==> src/hdl/core_cfg_pkg.sv <==
`default_nettype none

package core_cfg_pkg;

  localparam int WORD_W    = 32;
  localparam int REG_IDX_W = 5;

  typedef logic [WORD_W-1:0]    word_t;
  typedef logic [REG_IDX_W-1:0] reg_idx_t;

  // One-hot operand source for the EX muxes
  typedef logic [4:0] fwd_sel_t;

  localparam fwd_sel_t FWD_RF   = 5'b00001;
  localparam fwd_sel_t FWD_EX1  = 5'b00010;
  localparam fwd_sel_t FWD_MEM1 = 5'b00100;
  localparam fwd_sel_t FWD_EX2  = 5'b01000;
  localparam fwd_sel_t FWD_MEM2 = 5'b10000;

  // Store-data source while the store sits in MEM
  typedef logic [1:0] mem_fw_t;

  localparam mem_fw_t MFW_NONE  = 2'b00;
  localparam mem_fw_t MFW_LANE1 = 2'b01;
  localparam mem_fw_t MFW_LANE2 = 2'b10;

endpackage

`default_nettype wire
==> src/hdl/isa_pkg.sv <==
`default_nettype none

package isa_pkg;
  import core_cfg_pkg::*;

  // opcode 31:28, rd 27:23, rs 22:18, rt 17:13, imm 12:0
  typedef logic [31:0] instr_t;

  typedef enum logic [3:0] {
    OP_NOP  = 4'h0, OP_ADD  = 4'h1, OP_SUB   = 4'h2, OP_AND = 4'h3, OP_OR = 4'h4,
    OP_XOR  = 4'h5, OP_SLT  = 4'h6, OP_ADDI  = 4'h7, OP_STORE = 4'h8
  } opcode_t;

  function automatic opcode_t instr_op(instr_t i);
    return opcode_t'(i[31:28]);
  endfunction

  function automatic reg_idx_t instr_rd(instr_t i);
    return i[27:23];
  endfunction

  function automatic reg_idx_t instr_rs(instr_t i);
    return i[22:18];
  endfunction

  function automatic reg_idx_t instr_rt(instr_t i);
    return i[17:13];
  endfunction

  // Sign-extended immediate
  function automatic word_t instr_imm(instr_t i);
    return {{(WORD_W-13){i[12]}}, i[12:0]};
  endfunction

  function automatic logic writes_reg(opcode_t op);
    return !(op inside {OP_NOP, OP_STORE});
  endfunction

endpackage

`default_nettype wire

==> src/hdl/mem_stage.sv <==
`default_nettype none

module mem_stage
  import core_cfg_pkg::*;
  import isa_pkg::*;
(
  input  logic     clk,
  input  logic     rst,
  input  logic     ex_valid1,
  input  logic     ex_valid2,
  input  opcode_t  ex_op1,
  input  opcode_t  ex_op2,
  input  reg_idx_t ex_dest1,
  input  reg_idx_t ex_dest2,
  input  logic     ex_regwrite1,
  input  logic     ex_regwrite2,
  input  word_t    ex_result1,
  input  word_t    ex_result2,
  input  word_t    ex_store_data1,
  input  word_t    ex_store_data2,
  input  mem_fw_t  mem_fw1,
  input  mem_fw_t  mem_fw2,
  output logic     st_valid1,
  output logic     st_valid2,
  output word_t    st_addr1,
  output word_t    st_addr2,
  output word_t    st_data1,
  output word_t    st_data2,
  output logic     wb_valid1,
  output logic     wb_valid2,
  output reg_idx_t wb_dest1,
  output reg_idx_t wb_dest2,
  output word_t    wb_data1,
  output word_t    wb_data2
);

  assign st_valid1 = ex_valid1 && (ex_op1 == OP_STORE);
  assign st_valid2 = ex_valid2 && (ex_op2 == OP_STORE);
  assign st_addr1  = ex_result1;
  assign st_addr2  = ex_result2;

  // Partner lane's fresh result replaces stale store data
  assign st_data1 = (mem_fw1 == MFW_LANE2) ? ex_result2 : ex_store_data1;
  assign st_data2 = (mem_fw2 == MFW_LANE1) ? ex_result1 : ex_store_data2;

  always_ff @(posedge clk or negedge rst) begin
    if (!rst) begin
      wb_valid1 <= 1'b0;
      wb_valid2 <= 1'b0;
    end else begin
      wb_valid1 <= ex_valid1 && ex_regwrite1;
      wb_valid2 <= ex_valid2 && ex_regwrite2;
    end
  end

  always_ff @(posedge clk) begin
    wb_dest1 <= ex_dest1;
    wb_dest2 <= ex_dest2;
    wb_data1 <= ex_result1;
    wb_data2 <= ex_result2;
  end

endmodule

`default_nettype wire

==> config.mk <==
export PLATFORM = sky130hd
export DESIGN_NAME = mem_stage
export DESIGN_NICKNAME = d
export VERILOG_FILES = /design/src/hdl/core_cfg_pkg.sv /design/src/hdl/isa_pkg.sv /design/src/hdl/mem_stage.sv
export SDC_FILE = /design/constraint.sdc
export NUM_CORES = 1
export LEC_CHECK = 0
export BUFFER_PORTS_ARGS = -buffer_cell sky130_fd_sc_hd__buf_2
export CORE_AREA = 8 8 135 137
export CTS_CLUSTER_SIZE = 24
export DETAILED_ROUTE_END_ITERATION = 8
export DIE_AREA = 0 0 143 145
export PLACE_DENSITY = 0.52
export SLEW_MARGIN = 0
export SYNTH_ARGS = -nofsm -noshare
export SYNTH_HDL_FRONTEND = slang
export SYNTH_SLANG_ARGS = --single-unit
export TNS_END_PERCENT = 10
==> constraint.sdc <==
create_clock -name clk -period 1 [get_ports clk]
set_input_delay 0.05 -clock clk [delete_from_list [all_inputs] [get_ports clk]]
set_output_delay 0.05 -clock clk [all_outputs]
set_load 0.03 [all_outputs]
==> flow_metrics.env <==
export IMPL_first_global_vias=3392
export IMPL_slew_viol_final=0
export IMPL_synth_edff_count=0
export IMPL_cap_violations=0
export IMPL_fill_cells=1549
export IMPL_comb_power_share=0.319
export IMPL_switching_share=0.306
export IMPL_cts_clk_slew_worst_paths_ns=0.06
export IMPL_drtAntennaViolNets=0
export IMPL_yosys_area_top_type="dfxtp_1"
export IMPL_hp_class="in -> async"
export IMPL_track_usage=0.124
export IMPL_finalNetCount=763
export IMPL_grt_first_pass_wirelength_mm=19.6
export IMPL_ir_drop_mv=1.07
export IMPL_layout_cells_non_filler=832
export IMPL_root_buffer="clkbuf_16"
export IMPL_syn_cell_area_sq_mm=0.00316
export IMPL_p_seq_frac=0.338
export IMPL_gp_congestion=0.751
export IMPL_synthArstFlopShare=0.0263
export IMPL_violations="setup timing"
export IMPL_avgSynthCellArea_sq_um=14.4
export IMPL_ys_types=13
export IMPL_grt_max_degree=26
export IMPL_synthTopCellsByCount="dfxtp_1 (74), buf_4 (64), mux2_4 (60)"
export IMPL_synth_top_cell_area_share=0.468
export IMPL_finalHoldViolCount=0
export IMPL_die_w_microns=143
export IMPL_power_switching_uw=2920
export IMPL_wire_per_inst_microns=16.7
export IMPL_io_buffers=361
export IMPL_fin_crit_ns=1.06
export IMPL_netlist_instances=220
export IMPL_synth_fp_nets=376
export IMPL_drive_gt1_frac=0.737
export IMPL_p_leak_uw=0.00328
export IMPL_start_kind="input port"
export IMPL_rsz0062_at_grt="true"
export IMPL_cts_tree="yes"
export IMPL_cts_buffers=9
export IMPL_setup_viol=61
export IMPL_final_area_sq_mm=0.00632
export IMPL_powerDensity_mw_per_mm2=1510
export IMPL_cp_startpoint="mem_fw2[0]"
export IMPL_dp_final_hpwl_mm=10.4
export IMPL_first_iter_violations=70
export IMPL_start_util=0.196
export IMPL_die_y_microns=145
export IMPL_whs_ns=0.0471
export IMPL_intPower_uw=6620
export IMPL_synth_ff_latch_count=76
export IMPL_via_per_inst=3.63
export IMPL_grt_overflow=0
export IMPL_clk_path_buf_depth=2
export IMPL_area_delta_synth_final_pct=99.9
export IMPL_tightestPinTransition_ns=0.220
export IMPL_ys_seq_area_frac=0.484
export IMPL_setup_ws_ns=-0.0610
export IMPL_synth_most_common_cell="dfxtp_1"
export IMPL_ys_flop_type="dfxtp_1"
export IMPL_insertedDiodeCount=0
export IMPL_max_freq_ghz=0.942
export IMPL_relSlewSlack=0.852
export IMPL_layout_worst_path_cycle_share=1.06
export IMPL_dr_pass1_iters=4
export IMPL_drc_errors=0
export IMPL_placed_cell_area_sq_mm=0.00470
export IMPL_htreeDepth=3
export IMPL_cp_end_kind="output pin"
export IMPL_wirelength_mm=13.9
export IMPL_crit_type="in -> out"
export IMPL_worstPathMaxFanout=6
export IMPL_rows=47
export IMPL_power_uw=9540
export IMPL_arrival_ns=1.01
export IMPL_vias=3023
export IMPL_netlist_top_cells_area="dfxtp_1 (47%), mux2_4 (28%), buf_4 (15%)"
export IMPL_dp_cells=733
export IMPL_clkPwrFrac=0.343
export IMPL_die_area_sq_mm=0.0207
export IMPL_status="finished, violations left"
export IMPL_clock_sinks=76
export IMPL_yosys_warnings=0
export IMPL_worstPathRequired_ns=0.95
export IMPL_core_area_sq_mm=0.0162
export IMPL_boundaryPins=362
export IMPL_antenna_found_initial=1
## cell type report
cell class | count | area, sq um | share of cell area
Multi-Input combinational cell | 72 | 1030 | 0.163
Tap cell | 220 | 275 | 0.0435
Clock inverter | 4 | 47.5 | 0.00752
Timing Repair Buffer | 448 | 3180 | 0.503
Clock buffer | 12 | 256 | 0.0406
Sequential cell | 76 | 1530 | 0.242
## worst max-delay path, cell delays in order
cell and delay, ns:
buf_6 0.07, nor2b_4 0.14, buf_12 0.14, clkbuf_16 0.16, mux2_4 0.30, buf_6 0.14
## flip-flops by register name (all words and copies together) (netlist names)
register	cells
wb_valid2	1
wb_dest2	5
wb_dest1	5
wb_data1	32
wb_data2	32
wb_valid1	1
## how the worst max path moves through the flow
stage                   endpoint  slack, ns  cells past startpoint
floorplan           st_data1[10]       0.16                      4
global placement    st_data2[30]      -0.12                      5
detailed placement  st_data2[30]      -0.12                      5
CTS                 st_data2[30]      -0.09                      5
global route         st_data2[7]      -0.08                      6
finish               st_data2[7]      -0.06                      6
## kinds of logic (layout without fill, tap and decap cells)
family,count (synthesis),in the layout,synth area share
AND/OR/NAND/NOR,8,8,0.0202
buffers and inverters,72,464,0.197
multiplexers,64,64,0.299
flip-flops,76,76,0.484
## power by group through the flow
stage	Clock (uW)	Sequential [uW]	Combinational [uW]
floorplan	0	3630	1400
global placement	0	3290	2450
detailed placement	0	3290	2460
CTS	3430	3230	2960
global route	3550	3240	3170
finish	3270	3230	3040
## per-stage QoR
step / setup TNS (ns) / utilization / worst slack [ns]
final: -2.31 / 0.391 / -0.0610
after detailed placement: -5.20 / 0.290 / -0.119
after CTS: -2.02 / 0.382 / -0.0877
after floorplan: 0 / - / 0.165
after global routing: -3.90 / 0.391 / -0.0848
after global placement: -5.25 / 0.290 / -0.121
## routing by layer
layer | GRT usage | vias to the layer above | share of wire
met5 | 0 | - | 0.0012
met4 | 0.0425 | 2 | 0.013
met3 | 0.0476 | 11 | 0.092
met2 | 0.240 | 167 | 0.55
met1 | 0.113 | 1401 | 0.34
li1 | - | 1442 | -
## layout by cell type, fill, tap and decap left out, types with 2 or more instances in the layout
cell type,instances
buf_2,293
dlygate4sd3_1,79
dfxtp_1,74
buf_6,68
mux2_4,64
clkbuf_16,11
buf_12,4
nor2b_4,2
and2_1,2
clkinv_2,2
clkbuf_8,2
buf_8,2
dfrtp_1,2
## what timing repair did
action                                  in CTS  in global routing
resized for setup                          118                 28
hold buffers                                79                  0
endpoints found under the setup margin      64                 64
setup buffers                                0                  1
endpoints found under the hold margin       78                  0
gates cloned                                 0                  3
No activity file was read; power rests on OpenSTA's default activity.
