--- config.mk ---
export PLATFORM = sky130hd
export DESIGN_NAME = forwarding_unit
export DESIGN_NICKNAME = d
export VERILOG_FILES = /design/src/hdl/core_cfg_pkg.sv /design/src/hdl/forwarding_unit.sv
export SDC_FILE = /design/constraint.sdc
export NUM_CORES = 1
export LEC_CHECK = 0
export BUFFER_PORTS_ARGS = -buffer_cell sky130_fd_sc_hd__buf_4
export CAP_MARGIN = 10
export CORE_MARGIN = 2
export CORE_UTILIZATION = 47
export CTS_BUF_LIST = sky130_fd_sc_hd__clkbuf_4
export CTS_CLUSTER_DIAMETER = 80
export DETAILED_ROUTE_END_ITERATION = 7
export PLACE_DENSITY = 0.95
export SLEW_MARGIN = 5
export SYNTH_ARGS = -nofsm -noshare
export SYNTH_HDL_FRONTEND = slang
export SYNTH_SLANG_ARGS = --single-unit
--- constraint.sdc ---
create_clock -name clk -period 2.2 [get_ports clk]
set_input_delay 0.44 -clock clk [delete_from_list [all_inputs] [get_ports clk]]
set_output_delay 0.44 -clock clk [all_outputs]
set_load 0.005 [all_outputs]
--- src/hdl/core_cfg_pkg.sv ---
`default_nettype none

package core_cfg_pkg;

  localparam int WORD_W    = 32;
  localparam int REG_IDX_W = 5;

  typedef logic [WORD_W-1:0]    word_t;
  typedef logic [REG_IDX_W-1:0] reg_idx_t;

  // One-hot operand source for the EX muxes
  typedef logic [4:0] fwd_sel_t;

  localparam fwd_sel_t FWD_RF   = 5'b00001;
  localparam fwd_sel_t FWD_EX1  = 5'b00010;
  localparam fwd_sel_t FWD_MEM1 = 5'b00100;
  localparam fwd_sel_t FWD_EX2  = 5'b01000;
  localparam fwd_sel_t FWD_MEM2 = 5'b10000;

  // Store-data source while the store sits in MEM
  typedef logic [1:0] mem_fw_t;

  localparam mem_fw_t MFW_NONE  = 2'b00;
  localparam mem_fw_t MFW_LANE1 = 2'b01;
  localparam mem_fw_t MFW_LANE2 = 2'b10;

endpackage

`default_nettype wire
--- src/hdl/forwarding_unit.sv ---
`default_nettype none

module forwarding_unit
  import core_cfg_pkg::*;
(
  input  logic     clk,
  input  logic     rst,
  input  reg_idx_t rs1,
  input  reg_idx_t rt1,
  input  reg_idx_t rs2,
  input  reg_idx_t rt2,
  input  reg_idx_t rd1,
  input  logic     regwrite1,
  input  logic     store2_ex,
  input  reg_idx_t dest1_ex,
  input  reg_idx_t dest2_ex,
  input  logic     regwrite1_ex,
  input  logic     regwrite2_ex,
  input  reg_idx_t dest1_mem,
  input  reg_idx_t dest2_mem,
  input  logic     regwrite1_mem,
  input  logic     regwrite2_mem,
  output fwd_sel_t fwd_a1,
  output fwd_sel_t fwd_b1,
  output fwd_sel_t fwd_a2,
  output fwd_sel_t fwd_b2,
  output mem_fw_t  mem_fw1,
  output mem_fw_t  mem_fw2
);

  logic d1ex_live, d2ex_live, d1mem_live, d2mem_live;

  // Writes to register 0 are never forwarded
  assign d1ex_live  = regwrite1_ex && (dest1_ex != '0);
  assign d2ex_live  = regwrite2_ex && (dest2_ex != '0);
  assign d1mem_live = regwrite1_mem && (dest1_mem != '0);
  assign d2mem_live = regwrite2_mem && (dest2_mem != '0);

  // Ordered youngest first, lane 2 ahead of lane 1
  function automatic logic [3:0] hits(reg_idx_t src);
    return {d2ex_live && (dest2_ex == src),
            d1ex_live && (dest1_ex == src),
            d2mem_live && (dest2_mem == src),
            d1mem_live && (dest1_mem == src)};
  endfunction

  function automatic fwd_sel_t encode(logic [3:0] hit);
    casez (hit)
      4'b1???: return FWD_EX2;
      4'b01??: return FWD_EX1;
      4'b001?: return FWD_MEM2;
      4'b0001: return FWD_MEM1;
      default: return FWD_RF;
    endcase
  endfunction

  always_comb begin
    fwd_a1 = FWD_RF;
    fwd_b1 = FWD_RF;
    fwd_a2 = FWD_RF;
    fwd_b2 = FWD_RF;
    // Register file only while in reset
    if (rst) begin
      fwd_a1 = encode(hits(rs1));
      fwd_b1 = encode(hits(rt1));
      fwd_a2 = encode(hits(rs2));
      fwd_b2 = encode(hits(rt2));
    end
  end

  // Lane 1 has no older partner in its pair
  assign mem_fw1 = MFW_NONE;

  // Store data from the same pair's lane 1, lined up with MEM
  always_ff @(posedge clk or negedge rst) begin
    if (!rst) begin
      mem_fw2 <= MFW_NONE;
    end else if (store2_ex && regwrite1 && (rd1 != '0) && (rt2 == rd1)) begin
      mem_fw2 <= MFW_LANE1;
    end else begin
      mem_fw2 <= MFW_NONE;
    end
  end

endmodule

`default_nettype wire

==> results of run 1 <==
==> through the flow <==
stage | power [mW] | cells | util [%] | setup WS (ns) | hold slack (ns)
2_1_floorplan | 0.273 | 201 | - | -0.0147 | 0.144
4_1_cts | 0.462 | 294 | 82.7 | -0.170 | 0.289
3_5_place_dp | 0.418 | 294 | 76.2 | -0.272 | 0.277
3_3_place_gp | 0.402 | 294 | 76.2 | -0.247 | 0.279
5_1_grt | 0.584 | 298 | 91.3 | -0.337 | 0.305
6_report | 0.567 | 298 | 91.3 | -0.287 | 0.304
==> report_power, final <==
part           internal (mW)  switching [mW]  leakage (nW)
Clock                      0               0             0
Sequential            0.0189       0.0000464        0.0139
Combinational          0.247           0.301         0.993
==> worst paths after layout <==
path                       cells past startpoint                    to  slack, ns  startpoint
worst max-delay path                           7             fwd_b2[2]      -0.29      rt2[2]
worst min-delay path                           1  mem_fw2[0]$_DFF_PN0_       0.30         rst
max in group asynchronous                      1  mem_fw2[0]$_DFF_PN0_       1.72         rst
min in group clk                               3  mem_fw2[0]$_DFF_PN0_       0.74   store2_ex
==> Yosys cell counts (2+ instances only) <==
master | instances | share of area (%)
nand3_1 | 15 | 5.3
nor3_1 | 3 | 1.1
nand2_1 | 7 | 1.8
buf_4 | 3 | 1.6
nor4_1 | 15 | 6.6
xor2_1 | 24 | 15
o21ai_2 | 2 | 1.2
nor3b_1 | 5 | 2.6
o41ai_1 | 5 | 3.1
nor4b_1 | 3 | 1.8
and2_1 | 4 | 1.8
or4_1 | 4 | 2.1
xnor2_1 | 60 | 37
clkbuf_1 | 23 | 6.1
buf_2 | 8 | 2.8
o31ai_1 | 3 | 1.6
nor2b_1 | 4 | 1.8
==> timing repair <==
action	in CTS	in global routing
setup endpoints to repair	20	18
resized for setup	25	37
endpoints found under the hold margin	0	0
pin swaps	22	23
setup buffers	2	4
==> logic make-up after synthesis <==
| logic type | Yosys count | synth area share (%) |
|---|---|---|
| AOI/OAI and AO/OA | 14 | 8.36 |
| buffers and inverters | 38 | 12.1 |
| DFF | 1 | 1.76 |
| xor gates and xnor gates | 84 | 51.8 |
| and+or+nand+nor | 61 | 25.7 |
| other | 1 | 0.264 |
==> worst max-delay path, cell delays in order <==
cell and delay [ns]:
buf_4 0.13, buf_4 0.15, xnor2_1 0.28, nand3_1 0.16, nor4_2 0.43, nor4b_2 0.29, buf_4 0.16
==> final cells by class <==
class	count	area share (%)
multi-input cells	162	64.6
well taps	31	1.51
flip-flops and latches	1	0.977
inverters	1	0.147
repair buffers	103	32.8
==> per-layer routing <==
metal | part of all wire [%] | vias to the layer above
met5 | 0 | -
met4 | 6.1 | 0
met3 | 10 | 49
met2 | 50 | 169
met1 | 33 | 918
li1 | - | 796
==> flow_summary.json, run 1 <==
{
  "gp_congestion": 0.956,
  "grt_overflow": 0,
  "pwr_density_cell_mw_per_mm2": 222,
  "routedWlPerCell_um": 25.2,
  "ys_seq_area_share_pct": 1.76,
  "slew_headroom_pct": 60.6,
  "antenna_found_initial": 0,
  "grtUsageMet2_pct": 60.0,
  "final_common_cell": "buf_4",
  "layout_setup_ws_ns": -0.287,
  "finalMaxSlewViolations": 0,
  "io_pins": 77,
  "drt_iter0_markers": 165,
  "insertedDiodeCount": 0,
  "worst-setup-path-type": "in2out",
  "port_buffers": 73,
  "vias": 1932,
  "areaGrowthSynthToFinish_pct": 80.2,
  "ant_nets": 0,
  "synth-edff-count": 0,
  "cp_max_fo": 3,
  "rsz0062_at_grt": "true",
  "cp_data_required_time_ns": 1.76,
  "ir_worst_vdd_uv": 155,
  "worst_pin_slew_ns": 0.587,
  "wl_mm": 7.52,
  "synth-async-reset-ratio_pct": 100,
  "min_period_ns": 2.49,
  "die_area_sq_mm": 0.00348,
  "groute.usage.overall_pct": 33.6,
  "violations": "DRC, setup timing",
  "via_per_inst": 6.48,
  "netlist_area_sq_mm": 0.00142,
  "ys_warn_count": 0,
  "dp_hpwl_mm": 4.17,
  "synth_cell_types": 28,
  "core_area_sq_mm": 0.00281,
  "register_area_sq_um": 25.0,
  "largest_reg_flops": 1,
  "drt-pass1-iter-count": 8,
  "cp-start-kind": "input pin",
  "status": "finished with violations",
  "drc": 4,
  "max-cap-violations": 0,
  "fmax_mhz": 402,
  "grt_pass1_vias": 1822,
  "min_period_over_period_pct": 113,
  "layout.nets": 322,
  "regMostFlops": "mem_fw2",
  "layout_common_cells": "buf_4 (90), xnor2_1 (54), xor2_1 (24)",
  "finalHoldViolations": 0,
  "nFillCells": 108,
  "multi_input_area_sq_mm": 0.00165,
  "fin_setup_tns_ns": -2.93,
  "cts_hold_buf": 0,
  "met1_usage_pct": 40.3,
  "initial_core_util_pct": 50.7,
  "avgSynthCellArea_sq_um": 7.14,
  "arrival_ns": 2.05,
  "syn_inst": 199,
  "die_h_um": 59.0,
  "leakagePower_nw": 1.01,
  "dieWidth_um": 59.0,
  "grt_first_pass_wirelength_mm": 8.90,
  "path_clk_slew_ns": 0,
  "hold_path_class": "in2async",
  "dpl_cell_area_sq_mm": 0.00214,
  "rows": 19,
  "setup_violations": 17,
  "endpoint_kind": "primary output",
  "grt_use_met3_pct": 4.59,
  "synth_seq_cells": 1,
  "grt-busiest-layer": "met2",
  "drive_above_1_share_pct": 58.4,
  "grt_start_max_net_pins": 14,
  "top_regs": "mem_fw2 (1)",
  "final_area_sq_mm": 0.00256,
  "ys.flop_type": "dfrtp_1"
}
No activity file was read; power rests on OpenSTA's default activity.
==> inputs of run 2 (changes only) <==
Settings changed: CORE_MARGIN 2 to not set.
Clock period 2.2 ns to 2.45 ns, I/O delays scaled along.
==> flow_summary.json, run 2 (synthesis results as in run 1) <==
{
  "internal_power_mw": 0.221,
  "drive_above_1_share_pct": 50.4,
  "cpMaxStageDelayCell": "or4_4",
  "grt_start_max_net_pins": 14,
  "layout_setup_ws_ns": -0.264,
  "groute.usage.overall_pct": 28.5,
  "drc": 16,
  "port_buffers": 73,
  "cp_data_required_time_ns": 1.96,
  "pwr_density_cell_mw_per_mm2": 187,
  "grt_first_pass_wirelength_mm": 7.32,
  "layout.nets": 317,
  "swShare_pct": 50.1,
  "placed_cells": 289,
  "p_clk_share_pct": 0,
  "rsz0062_at_grt": "true",
  "cp_top_family": "simple AND/OR/NAND/NOR gates",
  "crit_path_max_incr_delay_ns": 0.54,
  "dieWidth_um": 57.0,
  "initial_core_util_pct": 50.7,
  "top_regs": "mem_fw2 (1)",
  "worst-path-buf-inv": 3,
  "rows": 19,
  "slew_headroom_pct": 64.8,
  "path_clk_slew_ns": 0,
  "ant_nets": 0,
  "cp-start-kind": "input pin",
  "cp_max_fo": 8,
  "regMostFlops": "mem_fw2",
  "areaGrowthSynthToFinish_pct": 66.1,
  "core_area_sq_mm": 0.00281,
  "layout_common_cells": "buf_4 (90), xnor2_1 (60), xor2_1 (24)",
  "drt-pass1-iter-count": 6,
  "io_pins": 77,
  "vias": 1793,
  "endpoint_kind": "primary output",
  "leakagePower_nw": 0.925,
  "place_ws_ns": -0.139,
  "ir_worst_vdd_uv": 113,
  "seq_power_share_pct": 3.8,
  "insertedDiodeCount": 0,
  "finalMaxSlewViolations": 0,
  "final_common_cell": "buf_4",
  "gp_congestion": 1.04,
  "routedWlPerCell_um": 19.7,
  "arrival_ns": 2.22,
  "setup_violations": 14,
  "fmax_mhz": 368,
  "largest_reg_flops": 1,
  "fin_setup_tns_ns": -0.990,
  "wl_mm": 5.76,
  "drt_iter0_markers": 147,
  "antenna_found_initial": 0,
  "final_area_sq_mm": 0.00236,
  "status": "finished with violations",
  "finalHoldViolations": 0,
  "grt_overflow": 0,
  "worst-setup-path-type": "in2out",
  "dpl_cell_area_sq_mm": 0.00200,
  "cts_hold_buf": 0,
  "violations": "DRC, setup timing",
  "p_comb_share_pct": 96.2,
  "power_switching_mw": 0.222,
  "final_cells": 293,
  "hold_path_class": "in2async",
  "dp_hpwl_mm": 3.76,
  "max-cap-violations": 0,
  "path_cells": "buf_6 -> or4_4 -> o21ai_4 -> buf_12 -> o41ai_4 -> nor4_1 -> buf_4",
  "fin_util_pct": 84.2,
  "via_per_inst": 6.12,
  "die_area_sq_mm": 0.00325,
  "min_period_ns": 2.71,
  "worst_pin_slew_ns": 0.523,
  "min_period_over_period_pct": 111,
  "grt_pass1_vias": 1607,
  "die_h_um": 57.0
}
run 2: final timing paths:
path                        startpoint                    to  slack, ns  depth (start not counted)
max                        dest2_ex[4]             fwd_b1[2]      -0.26                          7
min                                rst  mem_fw2[0]$_DFF_PN0_       0.36                          1
max in group asynchronous          rst  mem_fw2[0]$_DFF_PN0_       1.91                          1
min in group clk             store2_ex  mem_fw2[0]$_DFF_PN0_       0.78                          3
run 2: metrics by stage:
stage	hold slack, ns	power, mW
after floorplan	0.194	0.230
after global placement	0.312	0.342
after detailed placement	0.315	0.354
after CTS	0.331	0.376
after global routing	0.360	0.462
final	0.356	0.442
run 2: power groups by stage:
| stage | combinational [mW] | sequential [mW] | clock (mW) |
|---|---|---|---|
| 5_1_grt | 0.445 | 0.0170 | 0 |
| 2_1_floorplan | 0.213 | 0.0171 | 0 |
| 4_1_cts | 0.359 | 0.0170 | 0 |
| 3_3_place_gp | 0.325 | 0.0170 | 0 |
| 6_report | 0.425 | 0.0170 | 0 |
| 3_5_place_dp | 0.337 | 0.0170 | 0 |
run 2: final cells by class:
type                            count  area (sq um)
Fill cell                         152           444
Multi-Input combinational cell    162          1510
Sequential cell                     1          25.0
Tap cell                           31          38.8
Timing Repair Buffer               98           783
Inverter                            1          3.75
run 2: per-layer routing:
layer	global-route usage, %	wire length (um)	share of wire [%]
met4	3.83	227	3.9
met5	0	0	0
met2	54.8	2860	50
met1	35.8	2140	37
met3	1.13	534	9.3
run 2: timing repair:
item,in CTS,in global routing
setup buffers,0,4
gates resized for setup,20,28
endpoints found under the hold margin,0,0
endpoints found under the setup margin,13,16
pin swaps,7,20
