--- src/hdl/core_cfg_pkg.sv ---
`default_nettype none

package core_cfg_pkg;

  localparam int WORD_W    = 32;
  localparam int REG_IDX_W = 5;

  typedef logic [WORD_W-1:0]    word_t;
  typedef logic [REG_IDX_W-1:0] reg_idx_t;

  // One-hot operand source for the EX muxes
  typedef logic [4:0] fwd_sel_t;

  localparam fwd_sel_t FWD_RF   = 5'b00001;
  localparam fwd_sel_t FWD_EX1  = 5'b00010;
  localparam fwd_sel_t FWD_MEM1 = 5'b00100;
  localparam fwd_sel_t FWD_EX2  = 5'b01000;
  localparam fwd_sel_t FWD_MEM2 = 5'b10000;

  // Store-data source while the store sits in MEM
  typedef logic [1:0] mem_fw_t;

  localparam mem_fw_t MFW_NONE  = 2'b00;
  localparam mem_fw_t MFW_LANE1 = 2'b01;
  localparam mem_fw_t MFW_LANE2 = 2'b10;

endpackage

`default_nettype wire
--- src/hdl/isa_pkg.sv ---
`default_nettype none

package isa_pkg;
  import core_cfg_pkg::*;

  // opcode 31:28, rd 27:23, rs 22:18, rt 17:13, imm 12:0
  typedef logic [31:0] instr_t;

  typedef enum logic [3:0] {
    OP_NOP  = 4'h0, OP_ADD  = 4'h1, OP_SUB   = 4'h2, OP_AND = 4'h3, OP_OR = 4'h4,
    OP_XOR  = 4'h5, OP_SLT  = 4'h6, OP_ADDI  = 4'h7, OP_STORE = 4'h8
  } opcode_t;

  function automatic opcode_t instr_op(instr_t i);
    return opcode_t'(i[31:28]);
  endfunction

  function automatic reg_idx_t instr_rd(instr_t i);
    return i[27:23];
  endfunction

  function automatic reg_idx_t instr_rs(instr_t i);
    return i[22:18];
  endfunction

  function automatic reg_idx_t instr_rt(instr_t i);
    return i[17:13];
  endfunction

  // Sign-extended immediate
  function automatic word_t instr_imm(instr_t i);
    return {{(WORD_W-13){i[12]}}, i[12:0]};
  endfunction

  function automatic logic writes_reg(opcode_t op);
    return !(op inside {OP_NOP, OP_STORE});
  endfunction

endpackage

`default_nettype wire

--- src/hdl/decode_stage.sv ---
`default_nettype none

module decode_stage
  import core_cfg_pkg::*;
  import isa_pkg::*;
(
  input  logic     clk,
  input  logic     rst,
  input  logic     pop_valid,
  input  instr_t   pop_instr1,
  input  instr_t   pop_instr2,
  input  logic     we1,
  input  logic     we2,
  input  reg_idx_t waddr1,
  input  reg_idx_t waddr2,
  input  word_t    wdata1,
  input  word_t    wdata2,
  output logic     id_valid1,
  output logic     id_valid2,
  output opcode_t  id_op1,
  output opcode_t  id_op2,
  output reg_idx_t id_rd1,
  output reg_idx_t id_rd2,
  output reg_idx_t id_rs1,
  output reg_idx_t id_rs2,
  output reg_idx_t id_rt1,
  output reg_idx_t id_rt2,
  output word_t    id_imm1,
  output word_t    id_imm2,
  output word_t    id_rs_val1,
  output word_t    id_rs_val2,
  output word_t    id_rt_val1,
  output word_t    id_rt_val2,
  output logic     id_regwrite1,
  output logic     id_regwrite2,
  output logic     id_store2
);

  opcode_t op1;
  opcode_t op2;
  word_t   rs_val1, rt_val1, rs_val2, rt_val2;

  assign op1 = instr_op(pop_instr1);
  assign op2 = instr_op(pop_instr2);

  reg_file u_rf (
    .clk    (clk),
    .rst    (rst),
    .raddr0 (instr_rs(pop_instr1)),
    .raddr1 (instr_rt(pop_instr1)),
    .raddr2 (instr_rs(pop_instr2)),
    .raddr3 (instr_rt(pop_instr2)),
    .rdata0 (rs_val1),
    .rdata1 (rt_val1),
    .rdata2 (rs_val2),
    .rdata3 (rt_val2),
    .we1    (we1),
    .we2    (we2),
    .waddr1 (waddr1),
    .waddr2 (waddr2),
    .wdata1 (wdata1),
    .wdata2 (wdata2)
  );

  // Empty queue or NOP becomes a bubble
  always_ff @(posedge clk or negedge rst) begin
    if (!rst) begin
      id_valid1    <= 1'b0;
      id_valid2    <= 1'b0;
      id_regwrite1 <= 1'b0;
      id_regwrite2 <= 1'b0;
      id_store2    <= 1'b0;
    end else begin
      id_valid1    <= pop_valid && (op1 != OP_NOP);
      id_valid2    <= pop_valid && (op2 != OP_NOP);
      id_regwrite1 <= pop_valid && writes_reg(op1);
      id_regwrite2 <= pop_valid && writes_reg(op2);
      id_store2    <= pop_valid && (op2 == OP_STORE);
    end
  end

  always_ff @(posedge clk) begin
    id_op1     <= op1;
    id_op2     <= op2;
    id_rd1     <= instr_rd(pop_instr1);
    id_rd2     <= instr_rd(pop_instr2);
    id_rs1     <= instr_rs(pop_instr1);
    id_rs2     <= instr_rs(pop_instr2);
    id_rt1     <= instr_rt(pop_instr1);
    id_rt2     <= instr_rt(pop_instr2);
    id_imm1    <= instr_imm(pop_instr1);
    id_imm2    <= instr_imm(pop_instr2);
    id_rs_val1 <= rs_val1;
    id_rs_val2 <= rs_val2;
    id_rt_val1 <= rt_val1;
    id_rt_val2 <= rt_val2;
  end

endmodule

`default_nettype wire

--- src/hdl/reg_file.sv ---
`default_nettype none

module reg_file
  import core_cfg_pkg::*;
(
  input  logic     clk,
  input  logic     rst,
  input  reg_idx_t raddr0,
  input  reg_idx_t raddr1,
  input  reg_idx_t raddr2,
  input  reg_idx_t raddr3,
  output word_t    rdata0,
  output word_t    rdata1,
  output word_t    rdata2,
  output word_t    rdata3,
  input  logic     we1,
  input  logic     we2,
  input  reg_idx_t waddr1,
  input  reg_idx_t waddr2,
  input  word_t    wdata1,
  input  word_t    wdata2
);

  word_t regs [1:31];

  // Same-cycle write shows up on the read, lane 2 first
  function automatic word_t read_port(reg_idx_t a);
    if (a == '0) return '0;
    if (we2 && (waddr2 == a)) return wdata2;
    if (we1 && (waddr1 == a)) return wdata1;
    return regs[a];
  endfunction

  always_comb begin
    rdata0 = read_port(raddr0);
    rdata1 = read_port(raddr1);
    rdata2 = read_port(raddr2);
    rdata3 = read_port(raddr3);
  end

  always_ff @(posedge clk or negedge rst) begin
    if (!rst) begin
      for (int i = 1; i < 32; i++) regs[i] <= '0;
    end else begin
      if (we1 && (waddr1 != '0)) regs[waddr1] <= wdata1;
      // Later write wins on a shared index
      if (we2 && (waddr2 != '0)) regs[waddr2] <= wdata2;
    end
  end

endmodule

`default_nettype wire

--- config.mk ---
export PLATFORM = sky130hd
export DESIGN_NAME = decode_stage
export DESIGN_NICKNAME = d
export VERILOG_FILES = /design/src/hdl/core_cfg_pkg.sv /design/src/hdl/isa_pkg.sv /design/src/hdl/decode_stage.sv /design/src/hdl/reg_file.sv
export SDC_FILE = /design/constraint.sdc
export NUM_CORES = 2
export LEC_CHECK = 0
export BUFFER_PORTS_ARGS = -buffer_cell sky130_fd_sc_hd__buf_2
export CAP_MARGIN = 30
export CORE_ASPECT_RATIO = 0.9
export CORE_UTILIZATION = 45
export CTS_CLUSTER_SIZE = 12
export DETAILED_ROUTE_END_ITERATION = 6
export GPL_TIMING_DRIVEN = 0
export PLACE_DENSITY = 0.62
export SYNTH_ARGS = -nofsm -noshare
export SYNTH_HDL_FRONTEND = slang
export SYNTH_SLANG_ARGS = --single-unit
export TNS_END_PERCENT = 10
--- constraint.sdc ---
create_clock -name clk -period 5.5 [get_ports clk]
set_clock_uncertainty 0.1 [all_clocks]
set_input_delay 0.55 -clock clk [delete_from_list [all_inputs] [get_ports clk]]
set_output_delay 0.55 -clock clk [all_outputs]
set_load 0.01 [all_outputs]
==> flow_summary_export.csv <==
group,metric,value,unit
drt,via_per_inst,7.43,
timing,hold_viol,0,
logic_synthesis,synth_edf_count,0,
logic_synthesis,syn-cell-area,86600,um^2
layout,layout.nets,9834,
logic_synthesis,syn_area_per_cell,9.64,um^2
clocking,clk_pin_slew,60,ps
worst_setup_path,cpMostUsedCell,"buf_2",
status,violations,"design-rule violations",
worst_setup_path,cp_num_buf_inv,7,
timing,fin_tns_setup,0,ps
logic_synthesis,ys_seq_area_frac,0.333,
clocking,clkLatencyLatePin,900,ps
min_path,hold_class,"primary input to asynchronous set/reset pin",
worst_setup_path,cp-end-kind,"flip-flop",
logic_synthesis,synth_cell_type_count,65,
global_routing,grt_pass1_vias,84600,
worst_setup_path,cp_slowest_cell,"buf_2",
drt,ant_nets,0,
timing,period_share,0.952,
drt,drc,192,
drt,drtIter0Drc,18300,
layout,layout-area-overhead-vs-synth,15.2,%
layout,drive_gt1_frac,0.174,
worst_setup_path,critPathRequiredTime,5990,ps
pwr,power_per_cell_area,376,nW/um^2
floorplan,die_h,418,um
worst_setup_path,worstSetupStartpointType,"primary input",
drt,vias,92300,
worst_setup_path,critical_path_class,"primary input to flip-flop",
logic_synthesis,netlist.area_leader.share,0.288,
placed_design,dp_hpwl,457000,um
floorplan,io_pins,378,
floorplan,initial_core_util,0.453,
logic_synthesis,syn_inst,8978,
worst_setup_path,crit_fanout,14,
clocking,cts_buffers,145,
floorplan,die_x,464,um
worst_setup_path,cpLargestDelayFamily,"buffers and inverters",
logic_synthesis,ys_top_cells_by_area,"dfrtp_1 (29%), mux2i_1 (22%), mux4_2 (10%), dfxtp_1 (4.4%), a22oi_1 (4.3%)",
worst_setup_path,cp_data_arrival_time,5720,ps
timing,rsz0062_at_grt,"no",
placed_design,portBuffers,307,
worst_setup_path,r2r_cells,5,
drt,wirelength,576000,um
clocking,cts_tree,"yes",
floorplan,num_rows,152,
floorplan,core-area,191000,um^2
logic_synthesis,synth_ff_type,"dfrtp_1",
clocking,clock_path_buffers,3,
timing,slew_violations,0,
global_routing,antenna_found_initial,73,
timing,relSlewSlack,0.169,
flow_run,maxCapViolCount,0,
clocking,clockRootBuffer,"clkbuf_16",
pwr,peakVddDrop,381,uV
global_routing,track_usage,0.574,
floorplan,die_area,194000,um^2
placed_design,globalplace.congestion,1.15,
timing,tightest_slew,1250,ps
logic_synthesis,yosysTopAreaCell,"dfrtp_1",
worst_setup_path,path_cells,"dlygate4sd3_1 -> buf_2 -> buf_2 -> buf_2 -> buf_2 -> buf_2 -> mux2i_1 -> buf_4 -> o32ai_1 -> o221ai_1 -> nand2_1",
timing,setup_viol,0,
timing,fin_crit,5230,ps
logic_synthesis,syn_nets,9121,
worst_setup_path,crit_cells,11,
logic_synthesis,yosysWarnings,0,
layout,nFillCells,17800,
pwr,p_leak,43.1,nW
logic_synthesis,synth-seq-cells,1189,
global_routing,grt_pass1_wl,751000,um
timing,hold-worst-slack,28.7,ps
timing,clock.fmax,191,MHz
drt,dr.pass1.iters,7,
worst_setup_path,slowest_delay,1030,ps
global_routing,globalRouteOverflowTotal,0,
clocking,ctsHtreeMaxLevel,4,
logic_synthesis,async_flop_share,0.839,
global_routing,grt_max_degree,152,
status,outcome,"finished, violations left",
drt,wl_per_cell,46.3,um
clocking,cts.sinks,1189,
clocking,cts_setup_buffers,0,
## cells in the mapped netlist (3+ instances only)
| master | n |
|---|---|
| a211oi_1 | 8 |
| a21oi_1 | 702 |
| a221o_1 | 5 |
| a221oi_1 | 98 |
| a22oi_1 | 495 |
| a32oi_1 | 163 |
| a41oi_1 | 5 |
| and2_1 | 8 |
| and3_1 | 7 |
| buf_1 | 98 |
| buf_2 | 233 |
| buf_4 | 124 |
| buf_6 | 18 |
| clkbuf_1 | 655 |
| clkbuf_2 | 8 |
| clkbuf_4 | 3 |
| dfrtp_1 | 997 |
| dfxtp_1 | 192 |
| inv_1 | 3 |
| mux2_2 | 164 |
| mux2i_1 | 1905 |
| mux4_1 | 19 |
| mux4_2 | 399 |
| nand2_1 | 710 |
| nand2b_1 | 5 |
| nand3_1 | 271 |
| nand4_1 | 99 |
| nor2_1 | 717 |
| nor2b_1 | 85 |
| nor3_1 | 12 |
| nor3_2 | 5 |
| nor4_1 | 8 |
| o211ai_1 | 7 |
| o21ai_0 | 526 |
| o21ai_1 | 66 |
| o221ai_1 | 27 |
| o31ai_1 | 32 |
| o32ai_1 | 26 |
| or2_2 | 4 |
| xnor2_1 | 12 |
| xor2_1 | 28 |
## logic make-up after synthesis
| kind of cell | count (synthesis) | synth area share |
|---|---|---|
| simple gates | 1947 | 0.0960 |
| xor+xnor | 40 | 0.00405 |
| mux | 2487 | 0.351 |
| buf+inv | 1144 | 0.0605 |
| flops | 1189 | 0.333 |
| compound gates | 2171 | 0.156 |
## worst reg2reg max path, delay by kind of cell, from the launching register on
family	cells	cell delay (ps)
AO/OA/AOI/OAI	2	940
multiplexers	2	830
AND/OR/NAND/NOR	1	500
flip-flops	1	530
## cells in the final DEF, fill, tap and decap left out, types with 27 or more instances in the layout
cell	Yosys	layout
a21oi_1	702	702
a221oi_1	98	98
a22oi_1	495	495
a32oi_1	163	163
buf_1	98	94
buf_2	233	550
buf_4	124	164
buf_6	18	36
buf_8	1	107
clkbuf_1	655	682
clkbuf_16	0	151
dfrtp_1	997	997
dfxtp_1	192	192
diode_2	0	74
dlygate4sd3_1	0	67
mux2_2	164	164
mux2i_1	1905	1905
mux4_2	399	399
nand2_1	710	710
nand3_1	271	271
nand4_1	99	99
nor2_1	717	715
nor2b_1	85	85
o21ai_0	526	525
o21ai_1	66	67
o221ai_1	27	27
o31ai_1	32	32
xor2_1	28	28
## path summary, 6_finish.rpt
check | start | endpoint | slack (ps)
max | pop_instr2[19] | id_rs_val2[18]$_SDFF_PN0_ | 270
min | rst | u_rf.regs[905]$_DFF_PN0_ | 30
max reg2reg | u_rf.regs[735]$_DFF_PN0_ | id_rt_val2[31]$_SDFF_PN0_ | 2330
min reg2reg | u_rf.regs[847]$_DFF_PN0_ | u_rf.regs[847]$_DFF_PN0_ | 550
max in group asynchronous | rst | u_rf.regs[122]$_DFF_PN0_ | 2630
min in group clk | wdata2[1] | u_rf.regs[97]$_DFF_PN0_ | 60
## routing by layer
layer	GRT usage	wire length [um]	vias up
met4	0.398	49000	66
met5	0.0703	1940	-
met3	0.364	103000	2286
met1	0.679	205000	45600
li1	-	-	35000
met2	0.742	217000	9363
## sequential cells by signal, indices dropped and copies added, names as in the netlist
register      count
id_op2            4
id_valid2         1
id_op1            4
id_rt_val2       32
id_imm1          13
id_rs_val1       32
u_rf.regs       992
id_imm2          13
id_regwrite2      1
id_regwrite1      1
id_rs2            5
id_rt2            5
id_rt1            5
id_rd2            5
id_rd1            5
id_rs1            5
id_rs_val2       32
id_valid1         1
id_store2         1
id_rt_val1       32
## through the flow
| stage | cells | setup WS, ps | area, um^2 | util | total power [mW] |
|---|---|---|---|---|---|
| final | 12400 | 265 | 99800 | 0.522 | 37.5 |
| after global routing | 12400 | 504 | 99600 | 0.522 | 37.9 |
| after detailed placement | 12000 | 679 | 93300 | 0.489 | 25.8 |
| after CTS | 12300 | 1000 | 98900 | 0.518 | 36.0 |
| after floorplan | 8978 | 3150 | 86600 | - | 20.2 |
| after global placement | 11800 | -19970 | 91300 | 0.478 | 25.2 |
## where the power goes
group          internal [mW]  total, mW  switching (mW)
registers               10.9       14.5            3.63
logic                   5.28       12.6            7.37
clock network           5.70       10.3            4.64
total                   21.9       37.5            15.6
## what timing repair did
action	4_1_cts	5_1_grt
hold endpoints to repair	198	0
resized for setup	0	0
hold buffers	67	0
## final cells by class
class / count / area [um^2] / share of cell area
inverters: 3 / 11.3 / 0.000113
flip-flops and latches: 1189 / 28800 / 0.289
clock inverters: 57 / 679 / 0.00681
repair buffers: 566 / 4900 / 0.0491
well taps: 2541 / 3180 / 0.0319
clock buffers: 211 / 4190 / 0.0420
plain buffers: 1141 / 5250 / 0.0526
multi-input cells: 6645 / 52600 / 0.527
diodes: 74 / 185 / 0.00186
Note: power is estimated with default switching activity, not from simulation.
