--- src/hdl/core_cfg_pkg.sv ---
`default_nettype none

package core_cfg_pkg;

  localparam int WORD_W    = 32;
  localparam int REG_IDX_W = 5;

  typedef logic [WORD_W-1:0]    word_t;
  typedef logic [REG_IDX_W-1:0] reg_idx_t;

  // One-hot operand source for the EX muxes
  typedef logic [4:0] fwd_sel_t;

  localparam fwd_sel_t FWD_RF   = 5'b00001;
  localparam fwd_sel_t FWD_EX1  = 5'b00010;
  localparam fwd_sel_t FWD_MEM1 = 5'b00100;
  localparam fwd_sel_t FWD_EX2  = 5'b01000;
  localparam fwd_sel_t FWD_MEM2 = 5'b10000;

  // Store-data source while the store sits in MEM
  typedef logic [1:0] mem_fw_t;

  localparam mem_fw_t MFW_NONE  = 2'b00;
  localparam mem_fw_t MFW_LANE1 = 2'b01;
  localparam mem_fw_t MFW_LANE2 = 2'b10;

endpackage

`default_nettype wire
--- src/hdl/isa_pkg.sv ---
`default_nettype none

package isa_pkg;
  import core_cfg_pkg::*;

  // opcode 31:28, rd 27:23, rs 22:18, rt 17:13, imm 12:0
  typedef logic [31:0] instr_t;

  typedef enum logic [3:0] {
    OP_NOP  = 4'h0, OP_ADD  = 4'h1, OP_SUB   = 4'h2, OP_AND = 4'h3, OP_OR = 4'h4,
    OP_XOR  = 4'h5, OP_SLT  = 4'h6, OP_ADDI  = 4'h7, OP_STORE = 4'h8
  } opcode_t;

  function automatic opcode_t instr_op(instr_t i);
    return opcode_t'(i[31:28]);
  endfunction

  function automatic reg_idx_t instr_rd(instr_t i);
    return i[27:23];
  endfunction

  function automatic reg_idx_t instr_rs(instr_t i);
    return i[22:18];
  endfunction

  function automatic reg_idx_t instr_rt(instr_t i);
    return i[17:13];
  endfunction

  // Sign-extended immediate
  function automatic word_t instr_imm(instr_t i);
    return {{(WORD_W-13){i[12]}}, i[12:0]};
  endfunction

  function automatic logic writes_reg(opcode_t op);
    return !(op inside {OP_NOP, OP_STORE});
  endfunction

endpackage

`default_nettype wire

--- src/hdl/issue_queue.sv ---
`default_nettype none

module issue_queue
  import isa_pkg::*;
#(
  parameter int QDEPTH = 4
) (
  input  logic   clk,
  input  logic   rst,
  input  logic   in_valid,
  input  instr_t in_instr1,
  input  instr_t in_instr2,
  output logic   pop_valid,
  output instr_t pop_instr1,
  output instr_t pop_instr2,
  output logic   credit_return
);

  localparam int PTR_W = (QDEPTH > 1) ? $clog2(QDEPTH) : 1;

  instr_t           slot1 [QDEPTH];
  instr_t           slot2 [QDEPTH];
  logic [PTR_W-1:0] wr_ptr;
  logic [PTR_W-1:0] rd_ptr;
  logic [PTR_W:0]   count;
  logic             do_pop;

  function automatic logic [PTR_W-1:0] next_ptr(logic [PTR_W-1:0] p);
    return (p == PTR_W'(QDEPTH - 1)) ? '0 : p + 1'b1;
  endfunction

  // Downstream never stalls
  assign do_pop = (count != '0);

  // One credit back per popped pair
  assign credit_return = pop_valid;

  always_ff @(posedge clk or negedge rst) begin
    if (!rst) begin
      wr_ptr    <= '0;
      rd_ptr    <= '0;
      count     <= '0;
      pop_valid <= 1'b0;
    end else begin
      if (in_valid) wr_ptr <= next_ptr(wr_ptr);
      if (do_pop) rd_ptr <= next_ptr(rd_ptr);
      case ({in_valid, do_pop})
        2'b10:   count <= count + 1'b1;
        2'b01:   count <= count - 1'b1;
        default: count <= count;
      endcase
      pop_valid <= do_pop;
    end
  end

  always_ff @(posedge clk) begin
    if (in_valid) begin
      slot1[wr_ptr] <= in_instr1;
      slot2[wr_ptr] <= in_instr2;
    end
    if (do_pop) begin
      pop_instr1 <= slot1[rd_ptr];
      pop_instr2 <= slot2[rd_ptr];
    end
  end

endmodule

`default_nettype wire

--- config.mk ---
export PLATFORM = sky130hd
export DESIGN_NAME = issue_queue
export DESIGN_NICKNAME = d
export VERILOG_FILES = /design/src/hdl/core_cfg_pkg.sv /design/src/hdl/isa_pkg.sv /design/src/hdl/issue_queue.sv
export SDC_FILE = /design/constraint.sdc
export NUM_CORES = 1
export LEC_CHECK = 0
export BUFFER_PORTS_ARGS = -buffer_cell sky130_fd_sc_hd__buf_2
export CAP_MARGIN = 15
export CORE_ASPECT_RATIO = 0.7
export CORE_MARGIN = 2
export CORE_UTILIZATION = 55
export CTS_CLUSTER_DIAMETER = 30
export DETAILED_ROUTE_END_ITERATION = 10
export GPL_TIMING_DRIVEN = 0
export PLACE_DENSITY_LB_ADDON = 0.15
export SYNTH_ARGS = -nofsm -noshare
export SYNTH_HDL_FRONTEND = slang
export SYNTH_SLANG_ARGS = --single-unit
export TNS_END_PERCENT = 100
--- constraint.sdc ---
create_clock -name clk -period 8.48 [get_ports clk]
set_clock_uncertainty 0.1 [all_clocks]
set_input_delay 0.424 -clock clk [delete_from_list [all_inputs] [get_ports clk]]
set_output_delay 0.424 -clock clk [all_outputs]
set_load 0.05 [all_outputs]
==> impl_metrics.json, run 1 <==
{
  "status": "completed",
  "cts_tree": "done",
  "crit_path_start": "count[0]",
  "antenna_left": 0,
  "seq_area_mm2": 0.009809,
  "wirelength_um": 20340,
  "synth_nets": 512,
  "placed_area_mm2": 0.01272,
  "path_cells": "nor3_1, inv_4, ha_1, inv_1, fa_1, xor2_1, nor2_1, xor2_1",
  "critPathBufInv": 2,
  "ys_warn_count": 0,
  "clk_path_buf_depth": 3,
  "grt_pass1_wl_um": 31330,
  "fp.coreArea_mm2": 0.02070,
  "instances_no_fill": 953,
  "vias": 5134,
  "drc": 0,
  "crit_path_end_kind": "register",
  "clock_latency_ps": 520,
  "crit_required_ps": 8780,
  "multiInputGateArea_mm2": 0.001660,
  "min_path_type": "input pin to register",
  "critPathKind": "register to register",
  "rows": 44,
  "min_path_cells": 1,
  "fp.dieArea_mm2": 0.02229,
  "power.total_mw": 5.936,
  "synthArstFlopShare_pct": 2.439,
  "nFillCells": 1299,
  "cp.arrival_ps": 2720,
  "cp_max_fo": 33,
  "r2r_setup_slack_ps": 6060,
  "dp_slack_ps": 6040,
  "syn_avg_cell_area_um2": 26.48,
  "synth.largest_area_cell": "edfxtp_1",
  "final_area_mm2": 0.01445,
  "ys_seq_area_share_pct": 84.57,
  "hold_violations": 0,
  "antenna_found_initial": 4,
  "synth_cell_types": 21,
  "synth.cell_area_mm2": 0.01160,
  "rr_endpoint": "count[2]",
  "cp-start-kind": "register",
  "yosys-top-cells-area": "edfxtp_1 (83%), mux4_2 (12%), dfrtp_1 (1.7%), ha_1 (0.65%), buf_6 (0.49%)",
  "synth-edff-count": 320,
  "synth-main-ff-cell": "edfxtp_1",
  "rr_worst_depth": 8,
  "pin_count": 133,
  "rsz0062_at_grt": "false",
  "gr-total-overflow": 0,
  "areaGrowthSynthToFinish_pct": 24.62,
  "cts_setup_buffers": 0,
  "cp_slowest_cell": "nor3_1",
  "route.detailed.wl_per_inst_um": 21.34,
  "grt_start_max_net_pins": 35,
  "synth_top_area_share_pct": 82.85,
  "post-route-util_pct": 69.83,
  "drtIter0Drc": 339,
  "cts_buffers": 45,
  "dpl.cell_count": 851,
  "final_layout_size_suffix_gt1_share_pct": 44.07,
  "track_usage_pct": 19.12,
  "min-delay-start": "in_instr2[5]",
  "port_buffers": 132,
  "cts-root-buf": "clkbuf_16",
  "grt_pass1_vias": 5515,
  "cap_violations": 0,
  "irDropWorstVdd_mv": 0.2460,
  "fp.dieH_um": 125.5,
  "finish.net_count": 712,
  "hold_end": "slot2[0][5]",
  "clk_pin_slew_ps": 60,
  "timing.rr.start": "count[0]",
  "max-slew-margin-rel_pct": 52.92,
  "h-tree-depth": 2,
  "setup_ws_ps": 6057,
  "path_delay_family": "simple AND/OR/NAND/NOR gates",
  "period_needed_ps": 2424,
  "worst_path_most_repeated_cell": "xor2_1",
  "ys_top_cells_by_count": "edfxtp_1 (320), mux4_2 (64), dfrtp_1 (8)",
  "min_period_over_period_pct": 28.58,
  "slowest_delay_ps": 530,
  "grt_util_met3_pct": 5.414,
  "yosys.cell_count.top_type": "edfxtp_1",
  "synthCells": 438,
  "gp_congestion": 0.6959,
  "dpl.hpwl_um": 11190,
  "hold_slack_ps": 21.79,
  "fin_setup_tns_ps": 0,
  "start_util_pct": 56.03,
  "gr-usage-met2_pct": 30.94,
  "fmax_mhz": 412.6,
  "firstDrtPassIters": 5,
  "p_leak_nw": 5.096,
  "use_met1_pct": 25.70,
  "top_usage_layer": "met2",
  "setup_viol": 0,
  "clock_sinks": 328,
  "ys_seq_elements": 328,
  "fp.dieW_um": 177.6,
  "via_per_inst": 5.387,
  "power-per-cell-area_mw_per_mm2": 410.7,
  "drv_slew": 0,
  "worstMarginPinSlew_ps": 706.2,
  "cts_resized": 0
}
## state kept, by name (all words and copies together) (netlist names)
name and flops:
slot1 128, wr_ptr 2, pop_instr2 32, slot2 128
rd_ptr 2, count 3, pop_instr1 32, credit_return 1
## per-layer routing
metal  vias up  part of all wire [%]
met2       160                    49
met1      2642                    42
met3        36                   6.9
li1       2294                     -
met5         -                 0.044
met4         2                   1.8
## cells in the final DEF (no fill, tap or decap)
master / n
dlygate4sd3_1: 16
buf_12: 5
fa_1: 1
ha_1: 6
clkinv_4: 1
inv_4: 1
edfxtp_1: 320
inv_6: 6
clkinv_2: 7
clkinv_1: 4
clkbuf_1: 4
diode_2: 3
nand2_1: 1
or3_1: 1
clkinvlp_4: 8
inv_1: 6
mux2_2: 1
buf_2: 138
buf_4: 3
mux4_2: 64
mux2i_1: 1
xor2_1: 2
and2_4: 4
buf_6: 5
bufinv_16: 7
nor3_1: 2
nor2_1: 1
clkbuf_16: 47
xnor2_1: 1
dfrtp_1: 8
o21ai_0: 2
a21o_1: 1
## final cells by class
type                            instances  area share, %
Antenna cell                            3        0.05194
Buffer                                 15         0.7791
Clock buffer                           50          8.215
Clock inverter                         33          2.640
Inverter                                7         0.1991
Multi-Input combinational cell         88          11.49
Sequential cell                       328          67.87
Tap cell                              276          2.389
Timing Repair Buffer                  153          6.371
## power breakdown
part / total, mW / switching [mW] / internal, mW
logic: 1.64 / 1.11 / 0.529
clock network: 1.91 / 0.681 / 1.23
registers: 2.38 / 0.107 / 2.28
total: 5.94 / 1.90 / 4.03
## worst register-to-register path, cell delays in order (launching register included)
cell	delay [ps]
dfrtp_1	410
nor3_1	530
inv_4	360
ha_1	310
inv_1	70
fa_1	170
xor2_1	140
nor2_1	60
xor2_1	140
## what timing repair did
action	CTS	global route
hold buffers	16	0
endpoints found under the hold margin	60	0
setup endpoints to repair	0	0
## worst max path at each step
stage,to,depth (start not counted)
after floorplan,count[2],8
after global placement,count[2],8
after detailed placement,count[2],8
after CTS,count[2],8
after global routing,count[2],8
final,count[2],8
## cells by family (layout without fill, tap and decap cells)
| kind of cell | count (synthesis) | in the layout | synth area share, % |
|---|---|---|---|
| flip-flops | 328 | 328 | 84.57 |
| multiplexers | 66 | 66 | 12.61 |
| buffers and inverters | 22 | 258 | 1.197 |
| AND/OR/NAND/NOR | 9 | 9 | 0.4207 |
| adder cells (fa/ha/maj) | 7 | 7 | 0.8198 |
| AO/OA/AOI/OAI | 3 | 3 | 0.1511 |
| XOR/XNOR | 3 | 3 | 0.2266 |
| other | 0 | 3 | 0 |
(Power assumes the default switching activity.)
==> run 2, diff against run 1 <==
==> constraint.sdc (replaced) <==
create_clock -name clk -period 2.3 [get_ports clk]
set_clock_uncertainty 0.1 [all_clocks]
set_input_delay 0.115 -clock clk [delete_from_list [all_inputs] [get_ports clk]]
set_output_delay 0.115 -clock clk [all_outputs]
set_load 0.05 [all_outputs]
==> run 2 against run 1 <==
Sequential cell count is the same. Power grew to 3.6 times the previous value. Worst hold slack better by 220 ps. Via count is 3.7% higher. First-iteration DRC count up 22%. Cell count grew 4.6%. Fmax is 11% higher. Core utilization up 1.8 points. Critical path type unchanged.
==> impl_metrics.json, run 2 (synthesized netlist as in run 1, its figures left out) <==
{
  "status": "completed",
  "cp.arrival_ps": 2480,
  "antenna_left": 0,
  "diodes": 0,
  "route.detailed.wl_per_inst_um": 20.76,
  "areaGrowthSynthToFinish_pct": 27.92,
  "setup_viol": 0,
  "gp_congestion": 0.6913,
  "min_period_over_period_pct": 95.07,
  "cp-start-kind": "register",
  "placed_area_mm2": 0.01276,
  "fp.coreArea_mm2": 0.02070,
  "period_needed_ps": 2187,
  "cts_buffers": 43,
  "final_area_mm2": 0.01484,
  "power-per-cell-area_mw_per_mm2": 1441,
  "r2r_setup_slack_ps": 110,
  "antenna_found_initial": 0,
  "crit_path_end_kind": "register",
  "cap_violations": 0,
  "via_per_inst": 5.338,
  "rows": 44,
  "port_buffers": 132,
  "fp.dieH_um": 125.5,
  "grt_pass1_wl_um": 32090,
  "hold_slack_ps": 246.4,
  "track_usage_pct": 19.42,
  "hold_violations": 0,
  "drv_slew": 0,
  "cts-root-buf": "clkbuf_16",
  "drtIter0Drc": 413,
  "vias": 5322,
  "nFillCells": 1261,
  "irDropWorstVdd_mv": 1.337,
  "final_layout_size_suffix_gt1_share_pct": 40.92,
  "max-slew-margin-rel_pct": 57.46,
  "cts_resized": 0,
  "fmax_mhz": 457.3,
  "reg_top3": "slot1: 128 flops, slot2: 128 flops",
  "wirelength_um": 20700,
  "critPathKind": "register to register",
  "clk_path_buf_depth": 3,
  "p_leak_nw": 5.245,
  "gr-total-overflow": 0,
  "setup_ws_ps": 113.5,
  "clock_latency_ps": 510,
  "fp.dieW_um": 177.6,
  "rsz0062_at_grt": "false",
  "start_util_pct": 56.03,
  "h-tree-depth": 2,
  "layout_common_cells": "edfxtp_1 (320), buf_2 (138), dlygate4sd3_1 (67), mux4_2 (64), clkbuf_16 (43)",
  "firstDrtPassIters": 5,
  "layout_commonest_cell": "edfxtp_1",
  "cts_tree": "done",
  "clk_pin_slew_ps": 50,
  "clock_sinks": 328,
  "grt_pass1_vias": 5799,
  "pin_count": 133,
  "grt_start_max_net_pins": 34,
  "crit_required_ps": 2590,
  "dpl.hpwl_um": 11830,
  "fp.dieArea_mm2": 0.02229,
  "worstMarginPinSlew_ps": 638.1,
  "finish.net_count": 764,
  "cp_max_fo": 25,
  "drc": 0,
  "min_path_type": "input pin to register",
  "dp_slack_ps": -369.6
}
run 2: worst paths after layout:
check / from / to / cells past startpoint
worst max-delay path: count[2] / count[2] / 9
worst min-delay path: in_instr1[5] / slot1[2][5] / 2
worst max register to register: count[2] / count[2] / 9
worst min register to register: count[2] / count[2] / 1
max in group asynchronous: rst / rd_ptr[1] / 3
min in group asynchronous: rst / count[0] / 3
run 2: cell type report:
type | instances | area [um2] | area share (%)
timing repair buffer | 206 | 1459 | 9.833
inverter | 7 | 30.03 | 0.2024
sequential | 328 | 9809 | 66.12
buffer | 15 | 112.6 | 0.7590
multi-input combinational | 88 | 1687 | 11.37
tap | 276 | 345.3 | 2.328
timing repair inverter | 1 | 5.005 | 0.03373
clock buffer | 45 | 1084 | 7.303
clock inverter | 31 | 305.3 | 2.058
run 2: metal layers:
metal | wire length [um] | up-vias | GRT usage, %
met1 | 9070 | 2756 | 27.33
met4 | 374 | 0 | 5.159
met2 | 10150 | 149 | 30.96
met3 | 1100 | 34 | 4.927
met5 | 0 | - | 0
li1 | - | 2383 | -
run 2: critical path, cell delays in order, from the launching register on:
cell and delay (ps):
dfrtp_1 410, nor3_4 340, clkinvlp_4 190, buf_12 200, ha_4 180, inv_2 50
fa_2 190, xor2_1 170, nor2_1 80, xor2_1 140
run 2: repair_timing:
action / CTS / global route
endpoints found under the setup margin: 2 / 0
endpoints found under the hold margin: 266 / 0
hold buffers: 67 / 0
setup buffers: 1 / 0
run 2: report_power, final:
part / internal (mW) / switching [mW]
clock: 3.99 / 2.37
combinational: 2.07 / 4.16
sequential: 8.39 / 0.415
total: 14.4 / 6.94
run 2: through the flow:
step,TNS (ps),power (mW),utilization [%],cells
floorplan,-1083,13.45,-,438
global placement,-117230,14.87,61.06,846
detailed placement,-687.1,15.13,61.67,852
CTS,0,21.65,71.68,997
global route,0,22.30,71.68,997
finish,0,21.38,71.68,997
